File: src/hdl/csr_consts.svh
`ifndef CSR_CONSTS_SVH
`define CSR_CONSTS_SVH

// Data width of the hart
`define XLEN 32

// Optional extensions
`define SSTC_SUPPORTED    1
`define VIRTMEM_SUPPORTED 1

////////////////////////////////////////////////////////////////////////////
// Supervisor CSR addresses
////////////////////////////////////////////////////////////////////////////
`define CSR_SSTATUS    12'h100
`define CSR_SIE        12'h104
`define CSR_STVEC      12'h105
`define CSR_SCOUNTEREN 12'h106
`define CSR_SENVCFG    12'h10A
`define CSR_SSCRATCH   12'h140
`define CSR_SEPC       12'h141
`define CSR_SCAUSE     12'h142
`define CSR_STVAL      12'h143
`define CSR_SIP        12'h144
`define CSR_STIMECMP   12'h14D
`define CSR_STIMECMPH  12'h15D
`define CSR_SATP       12'h180

////////////////////////////////////////////////////////////////////////////
// Machine CSR addresses
////////////////////////////////////////////////////////////////////////////
`define CSR_MSTATUS    12'h300
`define CSR_MEDELEG    12'h302
`define CSR_MIDELEG    12'h303
`define CSR_MIE        12'h304
`define CSR_MTVEC      12'h305
`define CSR_MCOUNTEREN 12'h306
`define CSR_MENVCFG    12'h30A
`define CSR_MENVCFGH   12'h31A
`define CSR_MSCRATCH   12'h340
`define CSR_MEPC       12'h341
`define CSR_MCAUSE     12'h342
`define CSR_MTVAL      12'h343
`define CSR_MIP        12'h344
// Custom machine timer compare
`define CSR_MTIMECMP   12'h7C0
`define CSR_MTIMECMPH  12'h7C1
// Unprivileged time counter, read only
`define CSR_TIME       12'hC01
`define CSR_TIMEH      12'hC81

// mstatus bit positions
`define MSTATUS_SIE  1
`define MSTATUS_MIE  3
`define MSTATUS_SPIE 5
`define MSTATUS_MPIE 7
`define MSTATUS_SPP  8
`define MSTATUS_TVM  20

// Writable fields: SIE MIE SPIE MPIE SPP MPP SUM MXR TVM
`define MSTATUS_MASK   32'h001C_19AA
// SIE SPIE SPP SUM MXR
`define SSTATUS_MASK   32'h000C_0122
`define MEDELEG_MASK   32'h0000_B3FF
`define SUPER_INT_MASK 12'h222
`define MIE_MASK       12'hAAA
// Software may set SSIP and SEIP only
`define MIP_WR_MASK    12'h202

`endif

File: src/hdl/csrPkg.sv
`default_nettype none

package csrPkg;

  //////////////////////////////////////////////////////////////////////////
  // Privilege levels
  //////////////////////////////////////////////////////////////////////////

  // Encoding follows the privileged spec, 2'b10 is reserved
  typedef enum logic [1:0] {
    PRIV_U = 2'b00,
    PRIV_S = 2'b01,
    PRIV_M = 2'b11
  } privMode_t;

  //////////////////////////////////////////////////////////////////////////
  // Wishbone responder
  //////////////////////////////////////////////////////////////////////////

  // Idle waits for a request
  // Resp drives ack or err for one cycle
  typedef enum logic {
    BUS_IDLE = 1'b0,
    BUS_RESP = 1'b1
  } busState_t;

endpackage

`default_nettype wire

File: src/hdl/csrAccessCtl.sv
`timescale 1ns/1ps
`default_nettype none
`include "csr_consts.svh"

module csrAccessCtl (
  input  wire logic              clk,
  input  wire logic              rstN,
  input  wire logic              cyc,
  input  wire logic              stb,
  input  wire logic              we,
  input  wire logic [11:0]       adr,
  input  wire logic [`XLEN-1:0]  datWr,
  output logic [`XLEN-1:0]       datRd,
  output logic                   ack,
  output logic                   err,
  input  wire csrPkg::privMode_t privMode,
  output logic [11:0]            csrAdr,
  output logic [`XLEN-1:0]       csrWrVal,
  output logic                   mWrite,
  output logic                   sWrite,
  input  wire logic [`XLEN-1:0]  mRdVal,
  input  wire logic [`XLEN-1:0]  sRdVal,
  input  wire logic              mIllegal,
  input  wire logic              sIllegal
);
  import csrPkg::*;

  busState_t state;
  logic      req;
  logic      toSuper;
  logic      privLow;
  logic      roFault;
  logic      fault;

  // Both blocks decode the live bus address
  assign csrAdr   = adr;
  assign csrWrVal = datWr;

  // New request only while idle
  assign req     = (state == BUS_IDLE) && cyc && stb;
  // Level 01 belongs to the supervisor block
  assign toSuper = adr[9:8] == 2'b01;
  assign privLow = privMode < adr[9:8];
  // Top address bits 11 mark read-only space
  assign roFault = we && (adr[11:10] == 2'b11);
  assign fault   = privLow || roFault || (toSuper ? sIllegal : mIllegal);

  // Strobe only for accesses that will be acked
  assign mWrite = req && we && !fault && !toSuper;
  assign sWrite = req && we && !fault && toSuper;

  ////////////////////////////////////////////////////////////////////////////
  // Responder FSM
  ////////////////////////////////////////////////////////////////////////////

  always_ff @(posedge clk or negedge rstN) begin
    if (!rstN) begin
      state <= BUS_IDLE;
      ack   <= 1'b0;
      err   <= 1'b0;
    end else begin
      ack <= req && !fault;
      err <= req && fault;
      case (state)
        BUS_IDLE: if (req) state <= BUS_RESP;
        BUS_RESP: state <= BUS_IDLE;
        default:  state <= BUS_IDLE;
      endcase
    end
  end

  // Read data sampled with the request, value before any write
  always_ff @(posedge clk) begin
    if (req)
      datRd <= fault ? '0 : (toSuper ? sRdVal : mRdVal);
  end

  // One-cycle, single-kind response
  assert property (@(posedge clk) disable iff (!rstN)
    (ack || err) |-> !(ack && err) ##1 !(ack || err));

  // A write strobe goes to one block and is always acked
  assert property (@(posedge clk) disable iff (!rstN)
    (mWrite || sWrite) |-> !(mWrite && sWrite) ##1 ack);

endmodule

`default_nettype wire

File: src/hdl/machineCsrs.sv
`timescale 1ns/1ps
`default_nettype none
`include "csr_consts.svh"

module machineCsrs (
  input  wire logic              clk,
  input  wire logic              rstN,
  input  wire csrPkg::privMode_t privMode,
  input  wire logic [11:0]       csrAdr,
  input  wire logic [`XLEN-1:0]  csrWrVal,
  input  wire logic              mWrite,
  input  wire logic              writeSstatus,
  input  wire logic              trapValid,
  input  wire logic [4:0]        trapCause,
  input  wire logic [`XLEN-1:0]  trapEpc,
  input  wire logic [`XLEN-1:0]  trapTval,
  input  wire logic              sTimerInt,
  output logic [`XLEN-1:0]       mRdVal,
  output logic                   mIllegal,
  output logic                   superTrap,
  output logic [`XLEN-1:0]       mstatusVal,
  output logic [11:0]            mipVal,
  output logic [11:0]            mieVal,
  output logic [11:0]            midelegVal,
  output logic                   mcounterenTm,
  output logic                   menvcfgStce,
  output logic [63:0]            timeVal,
  output logic                   mTimerInt,
  output logic [`XLEN-1:0]       mtvecOut
);
  import csrPkg::*;

  logic [`XLEN-1:0] mstatusReg;
  logic [`XLEN-1:0] medelegReg;
  logic [`XLEN-1:0] mtvecReg;
  logic [`XLEN-1:0] mscratchReg;
  logic [`XLEN-1:0] mepcReg;
  logic [`XLEN-1:0] mcauseReg;
  logic [`XLEN-1:0] mtvalReg;
  logic [11:0]      mieReg;
  logic [11:0]      mipSwReg;
  logic [11:0]      midelegReg;
  logic [15:0]      midelegExt;
  logic [2:0]       mcounterenReg;
  logic             menvcfgFiom;
  logic             menvcfgStceReg;
  logic [63:0]      timeCnt;
  logic [63:0]      mtimecmpReg;
  logic             delegBit;
  logic             machTrap;
  logic [`XLEN-1:0] causeVal;

  ////////////////////////////////////////////////////////////////////////////
  // Trap delegation
  ////////////////////////////////////////////////////////////////////////////

  // Cause code indexes mideleg for interrupts, medeleg otherwise
  assign midelegExt = {4'b0, midelegReg};
  assign delegBit   = trapCause[4] ? midelegExt[trapCause[3:0]] : medelegReg[trapCause[3:0]];
  // M-mode traps are never delegated
  assign superTrap  = trapValid && (privMode != PRIV_M) && delegBit;
  assign machTrap   = trapValid && !superTrap;
  // Interrupt flag in the top bit
  assign causeVal   = {trapCause[4], 27'b0, trapCause[3:0]};

  // Timer pending bits come straight from the compares
  assign mipVal    = mipSwReg | {4'b0, mTimerInt, 1'b0, sTimerInt, 5'b0};
  assign mTimerInt = timeCnt >= mtimecmpReg;

  // Views for the supervisor block
  assign mstatusVal   = mstatusReg;
  assign mieVal       = mieReg;
  assign midelegVal   = midelegReg;
  assign mcounterenTm = mcounterenReg[1];
  assign menvcfgStce  = menvcfgStceReg;
  assign timeVal      = timeCnt;
  assign mtvecOut     = mtvecReg;

  ////////////////////////////////////////////////////////////////////////////
  // Register update
  ////////////////////////////////////////////////////////////////////////////

  always_ff @(posedge clk or negedge rstN) begin
    if (!rstN) begin
      mstatusReg     <= '0;
      medelegReg     <= '0;
      mtvecReg       <= '0;
      mscratchReg    <= '0;
      mepcReg        <= '0;
      mcauseReg      <= '0;
      mtvalReg       <= '0;
      mieReg         <= '0;
      mipSwReg       <= '0;
      midelegReg     <= '0;
      mcounterenReg  <= '0;
      menvcfgFiom    <= 1'b0;
      menvcfgStceReg <= 1'b0;
      timeCnt        <= '0;
      // Far future, no timer interrupt out of reset
      mtimecmpReg    <= '1;
    end else begin
      // Free running
      timeCnt <= timeCnt + 64'd1;
      if (mWrite) begin
        case (csrAdr)
          `CSR_MSTATUS:    mstatusReg <= csrWrVal & `MSTATUS_MASK;
          `CSR_MEDELEG:    medelegReg <= csrWrVal & `MEDELEG_MASK;
          `CSR_MIDELEG:    midelegReg <= csrWrVal[11:0] & `SUPER_INT_MASK;
          `CSR_MIE:        mieReg <= csrWrVal[11:0] & `MIE_MASK;
          `CSR_MIP:        mipSwReg <= csrWrVal[11:0] & `MIP_WR_MASK;
          `CSR_MTVEC:      mtvecReg <= {csrWrVal[31:2], 1'b0, csrWrVal[0]};
          `CSR_MCOUNTEREN: mcounterenReg <= csrWrVal[2:0];
          `CSR_MENVCFG:    menvcfgFiom <= csrWrVal[0];
          `CSR_MENVCFGH:   menvcfgStceReg <= csrWrVal[31];
          `CSR_MSCRATCH:   mscratchReg <= csrWrVal;
          `CSR_MEPC:       mepcReg <= csrWrVal;
          `CSR_MCAUSE:     mcauseReg <= csrWrVal;
          `CSR_MTVAL:      mtvalReg <= csrWrVal;
          `CSR_MTIMECMP:   mtimecmpReg[31:0] <= csrWrVal;
          `CSR_MTIMECMPH:  mtimecmpReg[63:32] <= csrWrVal;
          default: ;
        endcase
      end
      // sstatus writes touch only the shared fields
      if (writeSstatus)
        mstatusReg <= (mstatusReg & ~`SSTATUS_MASK) | (csrWrVal & `SSTATUS_MASK);
      // Traps come last so they override a bus write
      if (superTrap) begin
        mstatusReg[`MSTATUS_SPIE] <= mstatusReg[`MSTATUS_SIE];
        mstatusReg[`MSTATUS_SIE]  <= 1'b0;
        mstatusReg[`MSTATUS_SPP]  <= (privMode == PRIV_S);
      end else if (machTrap) begin
        mstatusReg[`MSTATUS_MPIE] <= mstatusReg[`MSTATUS_MIE];
        mstatusReg[`MSTATUS_MIE]  <= 1'b0;
        mstatusReg[12:11]         <= privMode;
        mepcReg                   <= trapEpc;
        mcauseReg                 <= causeVal;
        mtvalReg                  <= trapTval;
      end
    end
  end

  ////////////////////////////////////////////////////////////////////////////
  // Read mux
  ////////////////////////////////////////////////////////////////////////////

  always_comb begin
    mIllegal = 1'b0;
    case (csrAdr)
      `CSR_MSTATUS:    mRdVal = mstatusReg;
      `CSR_MEDELEG:    mRdVal = medelegReg;
      `CSR_MIDELEG:    mRdVal = {20'b0, midelegReg};
      `CSR_MIE:        mRdVal = {20'b0, mieReg};
      `CSR_MIP:        mRdVal = {20'b0, mipVal};
      `CSR_MTVEC:      mRdVal = mtvecReg;
      `CSR_MCOUNTEREN: mRdVal = {29'b0, mcounterenReg};
      `CSR_MENVCFG:    mRdVal = {31'b0, menvcfgFiom};
      `CSR_MENVCFGH:   mRdVal = {menvcfgStceReg, 31'b0};
      `CSR_MSCRATCH:   mRdVal = mscratchReg;
      `CSR_MEPC:       mRdVal = mepcReg;
      `CSR_MCAUSE:     mRdVal = mcauseReg;
      `CSR_MTVAL:      mRdVal = mtvalReg;
      `CSR_MTIMECMP:   mRdVal = mtimecmpReg[31:0];
      `CSR_MTIMECMPH:  mRdVal = mtimecmpReg[63:32];
      `CSR_TIME:       mRdVal = timeCnt[31:0];
      `CSR_TIMEH:      mRdVal = timeCnt[63:32];
      default: begin
        mRdVal   = '0;
        mIllegal = 1'b1;
      end
    endcase
  end

  // A delegated trap leaves the machine trap registers alone
  assert property (@(posedge clk) disable iff (!rstN)
    superTrap && !mWrite |=> $stable(mepcReg) && $stable(mcauseReg) && $stable(mtvalReg));

endmodule

`default_nettype wire

File: src/hdl/supervisorCsrs.sv
`timescale 1ns/1ps
`default_nettype none
`include "csr_consts.svh"

module supervisorCsrs (
  input  wire logic              clk,
  input  wire logic              rstN,
  input  wire csrPkg::privMode_t privMode,
  input  wire logic [11:0]       csrAdr,
  input  wire logic [`XLEN-1:0]  csrWrVal,
  input  wire logic              sWrite,
  input  wire logic              superTrap,
  input  wire logic [4:0]        trapCause,
  input  wire logic [`XLEN-1:0]  trapEpc,
  input  wire logic [`XLEN-1:0]  trapTval,
  input  wire logic [`XLEN-1:0]  mstatusVal,
  input  wire logic [11:0]       mipVal,
  input  wire logic [11:0]       mieVal,
  input  wire logic [11:0]       midelegVal,
  input  wire logic              mcounterenTm,
  input  wire logic              menvcfgStce,
  input  wire logic [63:0]       timeVal,
  output logic [`XLEN-1:0]       sRdVal,
  output logic                   sIllegal,
  output logic                   writeSstatus,
  output logic                   sTimerInt,
  output logic [`XLEN-1:0]       stvecOut,
  output logic [`XLEN-1:0]       sepcOut,
  output logic [`XLEN-1:0]       satpOut
);
  import csrPkg::*;

  logic [`XLEN-1:0] stvecReg;
  logic [`XLEN-1:0] sscratchReg;
  logic [`XLEN-1:0] sepcReg;
  logic [`XLEN-1:0] scauseReg;
  logic [`XLEN-1:0] stvalReg;
  logic [`XLEN-1:0] satpReg;
  logic [2:0]       scounterenReg;
  logic             senvcfgFiom;
  logic [63:0]      stimecmpReg;
  logic             satpOk;
  logic             stcOk;

  // satp trapped to M mode while TVM is set
  assign satpOk = `VIRTMEM_SUPPORTED && (privMode == PRIV_M || !mstatusVal[`MSTATUS_TVM]);
  // stimecmp opened to S mode by both TM and STCE
  assign stcOk  = `SSTC_SUPPORTED && (privMode == PRIV_M || (mcounterenTm && menvcfgStce));

  // sstatus lives in mstatus
  assign writeSstatus = sWrite && (csrAdr == `CSR_SSTATUS);

  // Unsigned compare against the shared time counter
  assign sTimerInt = `SSTC_SUPPORTED && (timeVal >= stimecmpReg);

  assign stvecOut = stvecReg;
  assign sepcOut  = sepcReg;
  assign satpOut  = satpReg;

  ////////////////////////////////////////////////////////////////////////////
  // Register update
  ////////////////////////////////////////////////////////////////////////////

  always_ff @(posedge clk or negedge rstN) begin
    if (!rstN) begin
      stvecReg      <= '0;
      sscratchReg   <= '0;
      sepcReg       <= '0;
      scauseReg     <= '0;
      stvalReg      <= '0;
      satpReg       <= '0;
      scounterenReg <= '0;
      senvcfgFiom   <= 1'b0;
      stimecmpReg   <= '1;
    end else begin
      if (sWrite) begin
        case (csrAdr)
          // Mode field bit 1 is reserved
          `CSR_STVEC:      stvecReg <= {csrWrVal[31:2], 1'b0, csrWrVal[0]};
          `CSR_SSCRATCH:   sscratchReg <= csrWrVal;
          `CSR_SEPC:       sepcReg <= csrWrVal;
          `CSR_SCAUSE:     scauseReg <= csrWrVal;
          `CSR_STVAL:      stvalReg <= csrWrVal;
          `CSR_SCOUNTEREN: scounterenReg <= csrWrVal[2:0];
          `CSR_SENVCFG:    senvcfgFiom <= csrWrVal[0];
          `CSR_SATP:       if (satpOk) satpReg <= csrWrVal;
          `CSR_STIMECMP:   if (stcOk) stimecmpReg[31:0] <= csrWrVal;
          `CSR_STIMECMPH:  if (stcOk) stimecmpReg[63:32] <= csrWrVal;
          default: ;
        endcase
      end
      // Delegated trap beats a same-cycle write
      if (superTrap) begin
        sepcReg   <= trapEpc;
        scauseReg <= {trapCause[4], 27'b0, trapCause[3:0]};
        stvalReg  <= trapTval;
      end
    end
  end

  ////////////////////////////////////////////////////////////////////////////
  // Read mux
  ////////////////////////////////////////////////////////////////////////////

  always_comb begin
    sIllegal = 1'b0;
    case (csrAdr)
      `CSR_SSTATUS:    sRdVal = mstatusVal & `SSTATUS_MASK;
      // Only delegated supervisor interrupts show through
      `CSR_SIE:        sRdVal = {20'b0, mieVal & `SUPER_INT_MASK & midelegVal};
      `CSR_SIP:        sRdVal = {20'b0, mipVal & `SUPER_INT_MASK & midelegVal};
      `CSR_STVEC:      sRdVal = stvecReg;
      `CSR_SCOUNTEREN: sRdVal = {29'b0, scounterenReg};
      `CSR_SENVCFG:    sRdVal = {31'b0, senvcfgFiom};
      `CSR_SSCRATCH:   sRdVal = sscratchReg;
      `CSR_SEPC:       sRdVal = sepcReg;
      `CSR_SCAUSE:     sRdVal = scauseReg;
      `CSR_STVAL:      sRdVal = stvalReg;
      `CSR_SATP: begin
        sRdVal   = satpOk ? satpReg : '0;
        sIllegal = !satpOk;
      end
      `CSR_STIMECMP: begin
        sRdVal   = stcOk ? stimecmpReg[31:0] : '0;
        sIllegal = !stcOk;
      end
      `CSR_STIMECMPH: begin
        sRdVal   = stcOk ? stimecmpReg[63:32] : '0;
        sIllegal = !stcOk;
      end
      default: begin
        sRdVal   = '0;
        sIllegal = 1'b1;
      end
    endcase
  end

  // stimecmp moves only on a write that passed the gate
  assert property (@(posedge clk) disable iff (!rstN)
    !$stable(stimecmpReg) |-> $past(sWrite && stcOk &&
      (csrAdr == `CSR_STIMECMP || csrAdr == `CSR_STIMECMPH)));

endmodule

`default_nettype wire

File: src/hdl/csrUnit.sv
`timescale 1ns/1ps
`default_nettype none
`include "csr_consts.svh"

module csrUnit (
  input  wire logic              clk,
  input  wire logic              rstN,
  // Wishbone classic slave
  input  wire logic              cyc,
  input  wire logic              stb,
  input  wire logic              we,
  input  wire logic [11:0]       adr,
  input  wire logic [`XLEN-1:0]  datWr,
  output logic [`XLEN-1:0]       datRd,
  output logic                   ack,
  output logic                   err,
  // Core side
  input  wire csrPkg::privMode_t privMode,
  input  wire logic              trapValid,
  input  wire logic [4:0]        trapCause,
  input  wire logic [`XLEN-1:0]  trapEpc,
  input  wire logic [`XLEN-1:0]  trapTval,
  output logic                   mTimerInt,
  output logic                   sTimerInt,
  output logic [`XLEN-1:0]       stvecOut,
  output logic [`XLEN-1:0]       sepcOut,
  output logic [`XLEN-1:0]       satpOut,
  output logic [`XLEN-1:0]       mtvecOut
);

  // Access control to register blocks
  logic [11:0]      csrAdr;
  logic [`XLEN-1:0] csrWrVal;
  logic             mWrite;
  logic             sWrite;
  logic [`XLEN-1:0] mRdVal;
  logic [`XLEN-1:0] sRdVal;
  logic             mIllegal;
  logic             sIllegal;
  // Machine block to supervisor block
  logic             superTrap;
  logic [`XLEN-1:0] mstatusVal;
  logic [11:0]      mipVal;
  logic [11:0]      mieVal;
  logic [11:0]      midelegVal;
  logic             mcounterenTm;
  logic             menvcfgStce;
  logic [63:0]      timeVal;
  logic             writeSstatus;

  csrAccessCtl accessCtl (
    .clk, .rstN, .cyc, .stb, .we, .adr, .datWr, .datRd, .ack, .err,
    .privMode, .csrAdr, .csrWrVal, .mWrite, .sWrite,
    .mRdVal, .sRdVal, .mIllegal, .sIllegal
  );

  machineCsrs mRegs (
    .clk, .rstN, .privMode, .csrAdr, .csrWrVal, .mWrite, .writeSstatus,
    .trapValid, .trapCause, .trapEpc, .trapTval, .sTimerInt,
    .mRdVal, .mIllegal, .superTrap, .mstatusVal, .mipVal, .mieVal,
    .midelegVal, .mcounterenTm, .menvcfgStce, .timeVal, .mTimerInt, .mtvecOut
  );

  supervisorCsrs sRegs (
    .clk, .rstN, .privMode, .csrAdr, .csrWrVal, .sWrite, .superTrap,
    .trapCause, .trapEpc, .trapTval, .mstatusVal, .mipVal, .mieVal,
    .midelegVal, .mcounterenTm, .menvcfgStce, .timeVal,
    .sRdVal, .sIllegal, .writeSstatus, .sTimerInt, .stvecOut, .sepcOut, .satpOut
  );

endmodule

`default_nettype wire

File: config.mk
export PLATFORM = sky130hd
export DESIGN_NAME = csrUnit
export DESIGN_NICKNAME = d
export VERILOG_FILES = /design/src/hdl/csrPkg.sv /design/src/hdl/csrAccessCtl.sv /design/src/hdl/machineCsrs.sv /design/src/hdl/supervisorCsrs.sv /design/src/hdl/csrUnit.sv
export VERILOG_INCLUDE_DIRS = /design/src /design/src/hdl
export SDC_FILE = /design/constraint.sdc
export NUM_CORES = 1
export LEC_CHECK = 0
export ABC_CLOCK_PERIOD_IN_PS = 3900
export BUFFER_PORTS_ARGS = -buffer_cell sky130_fd_sc_hd__buf_2
export CAP_MARGIN = 15
export CORE_ASPECT_RATIO = 1.5
export CORE_UTILIZATION = 62
export CTS_BUF_LIST = sky130_fd_sc_hd__clkbuf_8
export CTS_CLUSTER_SIZE = 12
export DETAILED_ROUTE_END_ITERATION = 7
export PLACE_DENSITY_LB_ADDON = 0.15
export SYNTH_ARGS = -nofsm -noshare
export SYNTH_HDL_FRONTEND = slang
export SYNTH_HIERARCHICAL = 1
export SYNTH_SLANG_ARGS = --single-unit
export TNS_END_PERCENT = 30
File: constraint.sdc
create_clock -name clk -period 3.9 [get_ports clk]
set_clock_uncertainty 0.2 [all_clocks]
set_input_delay 0.585 -clock clk [delete_from_list [all_inputs] [get_ports clk]]
set_output_delay 0.585 -clock clk [all_outputs]
set_load 0.1 [all_outputs]
==> report_table.html <==
<table>
<tr><th>Metric</th><th>Value</th></tr>
<tr><th colspan="2">STA</th></tr>
<tr><td>Count of final hold-check violations</td><td>0</td></tr>
<tr><td># setup viols final</td><td>2</td></tr>
<tr><td>Final min period</td><td>4.15 ns</td></tr>
<tr><td>Worst slew pin tran</td><td>1.22 ns</td></tr>
<tr><td>Unrepaired setup endpoints after global routing</td><td>yes</td></tr>
<tr><td>Final worst path period share</td><td>106%</td></tr>
<tr><td>Max-slew violations</td><td>0</td></tr>
<tr><td>Relative slew slack</td><td>a little under a fifth</td></tr>
<tr><td>Achievable frequency</td><td>0.241 GHz</td></tr>
<tr><td>PnR worst setup slack</td><td>-0.246 ns</td></tr>
<tr><td>Summed negative setup slack over all endpoints</td><td>-0.476 ns</td></tr>
<tr><th colspan="2">Drt</th></tr>
<tr><td>DR iter-0 viols</td><td>3118</td></tr>
<tr><td>Remaining number of nets flagged by the antenna check after routing</td><td>0</td></tr>
<tr><td>Length of the first detailed-routing pass in iterations</td><td>8</td></tr>
<tr><td>Wirelength per Cell</td><td>29.5 um</td></tr>
<tr><td>Routed vias</td><td>28324</td></tr>
<tr><td>Total DRC errors in the routed layout</td><td>2</td></tr>
<tr><td>Detailed-route vias per instance</td><td>6.70</td></tr>
<tr><td>Drt total wl</td><td>125000 um</td></tr>
<tr><th colspan="2">Clocking</th></tr>
<tr><td>Number of sinks driven by the clock tree</td><td>620</td></tr>
<tr><td>Total number of H-tree levels</td><td>3</td></tr>
<tr><td>Clock root buffer</td><td>clkbuf_8</td></tr>
<tr><td>Clock transition at path regs</td><td>roughly 0.070 ns</td></tr>
<tr><td>TritonCTS clock tree</td><td>built</td></tr>
<tr><td>Longest Clk Path Bufs</td><td>3</td></tr>
<tr><td>Insertion delay to the later sink of the worst-skew pair</td><td>0.71 ns</td></tr>
<tr><td>Number of buffers created by CTS</td><td>94</td></tr>
<tr><th colspan="2">Cells and area</th></tr>
<tr><td>Utilization after layout</td><td>75.1%</td></tr>
<tr><td>Area grow syn2layout</td><td>19.2%</td></tr>
<tr><td>Most used cells in the layout excluding fill and tap cells</td><td>dfrtp_1, nand2_1, mux2_2</td></tr>
<tr><td>Proportion of layout cells with a drive suffix above 1</td><td>36.0%</td></tr>
<tr><td>Post-layout nets</td><td>around 3700</td></tr>
<tr><td>Most common library cell in the layout ignoring fill and taps</td><td>dfrtp_1</td></tr>
<tr><th colspan="2">Power and ir drop</th></tr>
<tr><td>Total power divided by cell area</td><td>332 nW/um^2</td></tr>
<tr><td>Sum of internal, switching and leakage power</td><td>13.2 mW</td></tr>
<tr><td>VDD IR-drop max</td><td>about 0.00032 V</td></tr>
<tr><td>Leakage power figure</td><td>19.3 nW</td></tr>
<tr><th colspan="2">Setup path</th></tr>
<tr><td>Type of destination of the critical path</td><td>output pin</td></tr>
<tr><td>Worst reg2reg path depth</td><td>15</td></tr>
<tr><td>Startpoint type of the worst setup path</td><td>flip-flop</td></tr>
<tr><td>Peak fanout along the critical path</td><td>4</td></tr>
<tr><td>Required time at the endpoint of the critical path</td><td>3.12 ns</td></tr>
<tr><td>Endpoint arrival time on the critical path</td><td>about 3.4 ns</td></tr>
<tr><td>Kind of critical path</td><td>reg2out</td></tr>
<tr><th colspan="2">Logic synthesis</th></tr>
<tr><td>Netlist Area Pre-Place</td><td>about 33000 um^2</td></tr>
<tr><td>Mean cell area of the mapped netlist</td><td>11.0 um^2</td></tr>
<tr><td>Synthesized net count</td><td>3261</td></tr>
<tr><td>Cells after Synth</td><td>3010</td></tr>
<tr><td>Yosys synthesis warning count</td><td>6</td></tr>
<tr><th colspan="2">Flow run</th></tr>
<tr><td>Max cap viols</td><td>0</td></tr>
<tr><th colspan="2">Global routing</th></tr>
<tr><td>Maximum number of pins on one net before global-route repair</td><td>between 80 and 90</td></tr>
<tr><td>Total global routing overflow</td><td>0</td></tr>
<tr><td>Via count of the first global-routing pass</td><td>29104</td></tr>
<tr><td>Global Route Usage Sum</td><td>a little under half</td></tr>
<tr><td>Wire length of the first global-routing pass</td><td>182000 um</td></tr>
<tr><td>Initial antenna violation count</td><td>4</td></tr>
<tr><th colspan="2">Die</th></tr>
<tr><td>Placeable core region</td><td>approximately 53000 um^2</td></tr>
<tr><td>Number of placement rows</td><td>just over 100</td></tr>
<tr><td>DIE AREA</td><td>54500 um^2</td></tr>
<tr><td>Overall die height</td><td>285 um</td></tr>
<tr><td>IO Count</td><td>about 290</td></tr>
<tr><td>Horizontal die dimension</td><td>191 um</td></tr>
<tr><td>Starting density of the core</td><td>63.0%</td></tr>
<tr><th colspan="2">Placement</th></tr>
<tr><td>Final HPWL DP</td><td>90400 um</td></tr>
<tr><td>PortBufs</td><td>~280</td></tr>
<tr><td>Final weighted congestion in routability-driven placement</td><td>1.00</td></tr>
<tr><th colspan="2">Min path</th></tr>
<tr><td>Path type of the worst min-delay path</td><td>in2reg</td></tr>
<tr><td>Cell depth of the worst min-delay path</td><td>3</td></tr>
<tr><th colspan="2">Run status</th></tr>
<tr><td>Violations in the final reports</td><td>design-rule violations, negative setup slack</td></tr>
<tr><td>Status</td><td>finished with violations</td></tr>
</table>
worst max-delay path: stages (launching register included):
cell and delay, ns:
dfstp_2 0.58, inv_1 0.06, ha_1 0.31, nand4_1 0.19, or4_4 0.62, nor3_1 0.24, a221oi_2 0.13, nand4_1 0.16
buf_6 0.16, buf_12 0.18
through the flow:
stage               setup slack, ns  hold slack [ns]  area, um^2  instances
floorplan                   -0.0588           0.0894       33200       3010
detailed placement           -0.535            0.293       36700       3977
global route                 -0.365           0.0338       39600       4224
global placement             -0.476            0.282       36700       3977
CTS                          -0.185          0.00105       39600       4222
finish                       -0.246           0.0348       39600       4225
final cells by class:
type	count	area, um^2
antenna	3	7.51
clock buffer	119	1640
clock inverter	49	285
fill	3613	13100
inverter	140	528
multi-input combinational	2014	15900
sequential	620	15800
tap	682	853
timing repair buffer	598	4490
flip-flops by register name (all words and copies together) (netlist names), 32 cells and up:
signal and flops:
accessCtl/datRd 32, sRegs/satpOut 32, mRegs/mtimecmpReg 64, sRegs/scauseReg 32
mRegs/mepcReg 32, mRegs/mcauseReg 32, mRegs/mscratchReg 32, sRegs/sscratchReg 32
sRegs/stimecmpReg 64, mRegs/timeVal 64, mRegs/mtvalReg 32, sRegs/stvalReg 32
sRegs/sepcOut 32
repair_timing:
item / CTS / global route
pin swaps: 13 / 1
buffers inserted: 9 / 0
resized for setup: 26 / 1
hold buffers: 69 / 0
hold endpoints to repair: 196 / 0
setup endpoints to repair: 3 / 2
routing by layer:
metal	GRT usage, %	share of wire [%]	vias to the layer above
li1	-	-	11886
met1	50.9	33	13969
met2	74.1	48	1861
met3	7.34	8.1	608
met4	43.2	11	0
met5	0	0	-
path summary, 6_finish.rpt:
| path | start | end | slack, ns |
|---|---|---|---|
| hold / removal | privMode[1] | mRegs/mstatusVal[12]$_DFF_PN0_ | 0.03 |
| max in group asynchronous | rstN | sRegs/sscratchReg[15]$_DFFE_PN0P_ | 2.13 |
| min in group asynchronous | rstN | mRegs/timeVal[27]$_DFF_PN0_ | 0.31 |
| setup reg to reg | sRegs/stimecmpReg[35]$_DFFE_PN1P_ | accessCtl/datRd[5]$_SDFFCE_PP0P_ | 0.16 |
| setup / recovery | mRegs/mtimecmpReg[31]$_DFFE_PN1P_ | mTimerInt | -0.25 |
| hold reg to reg | sRegs/sscratchReg[26]$_DFFE_PN0P_ | sRegs/sscratchReg[26]$_DFFE_PN0P_ | 0.31 |
report_power, final:
part / leakage [nW] / switching (mW) / total [mW] / internal, mW
clock: 1.10 / 2.69 / 5.57 / 2.88
combinational: 10.3 / 0.635 / 0.943 / 0.308
sequential: 7.88 / 0.0681 / 6.64 / 6.57
total: 19.3 / 3.39 / 13.2 / 9.76
Note: power is estimated with default switching activity, not from simulation.
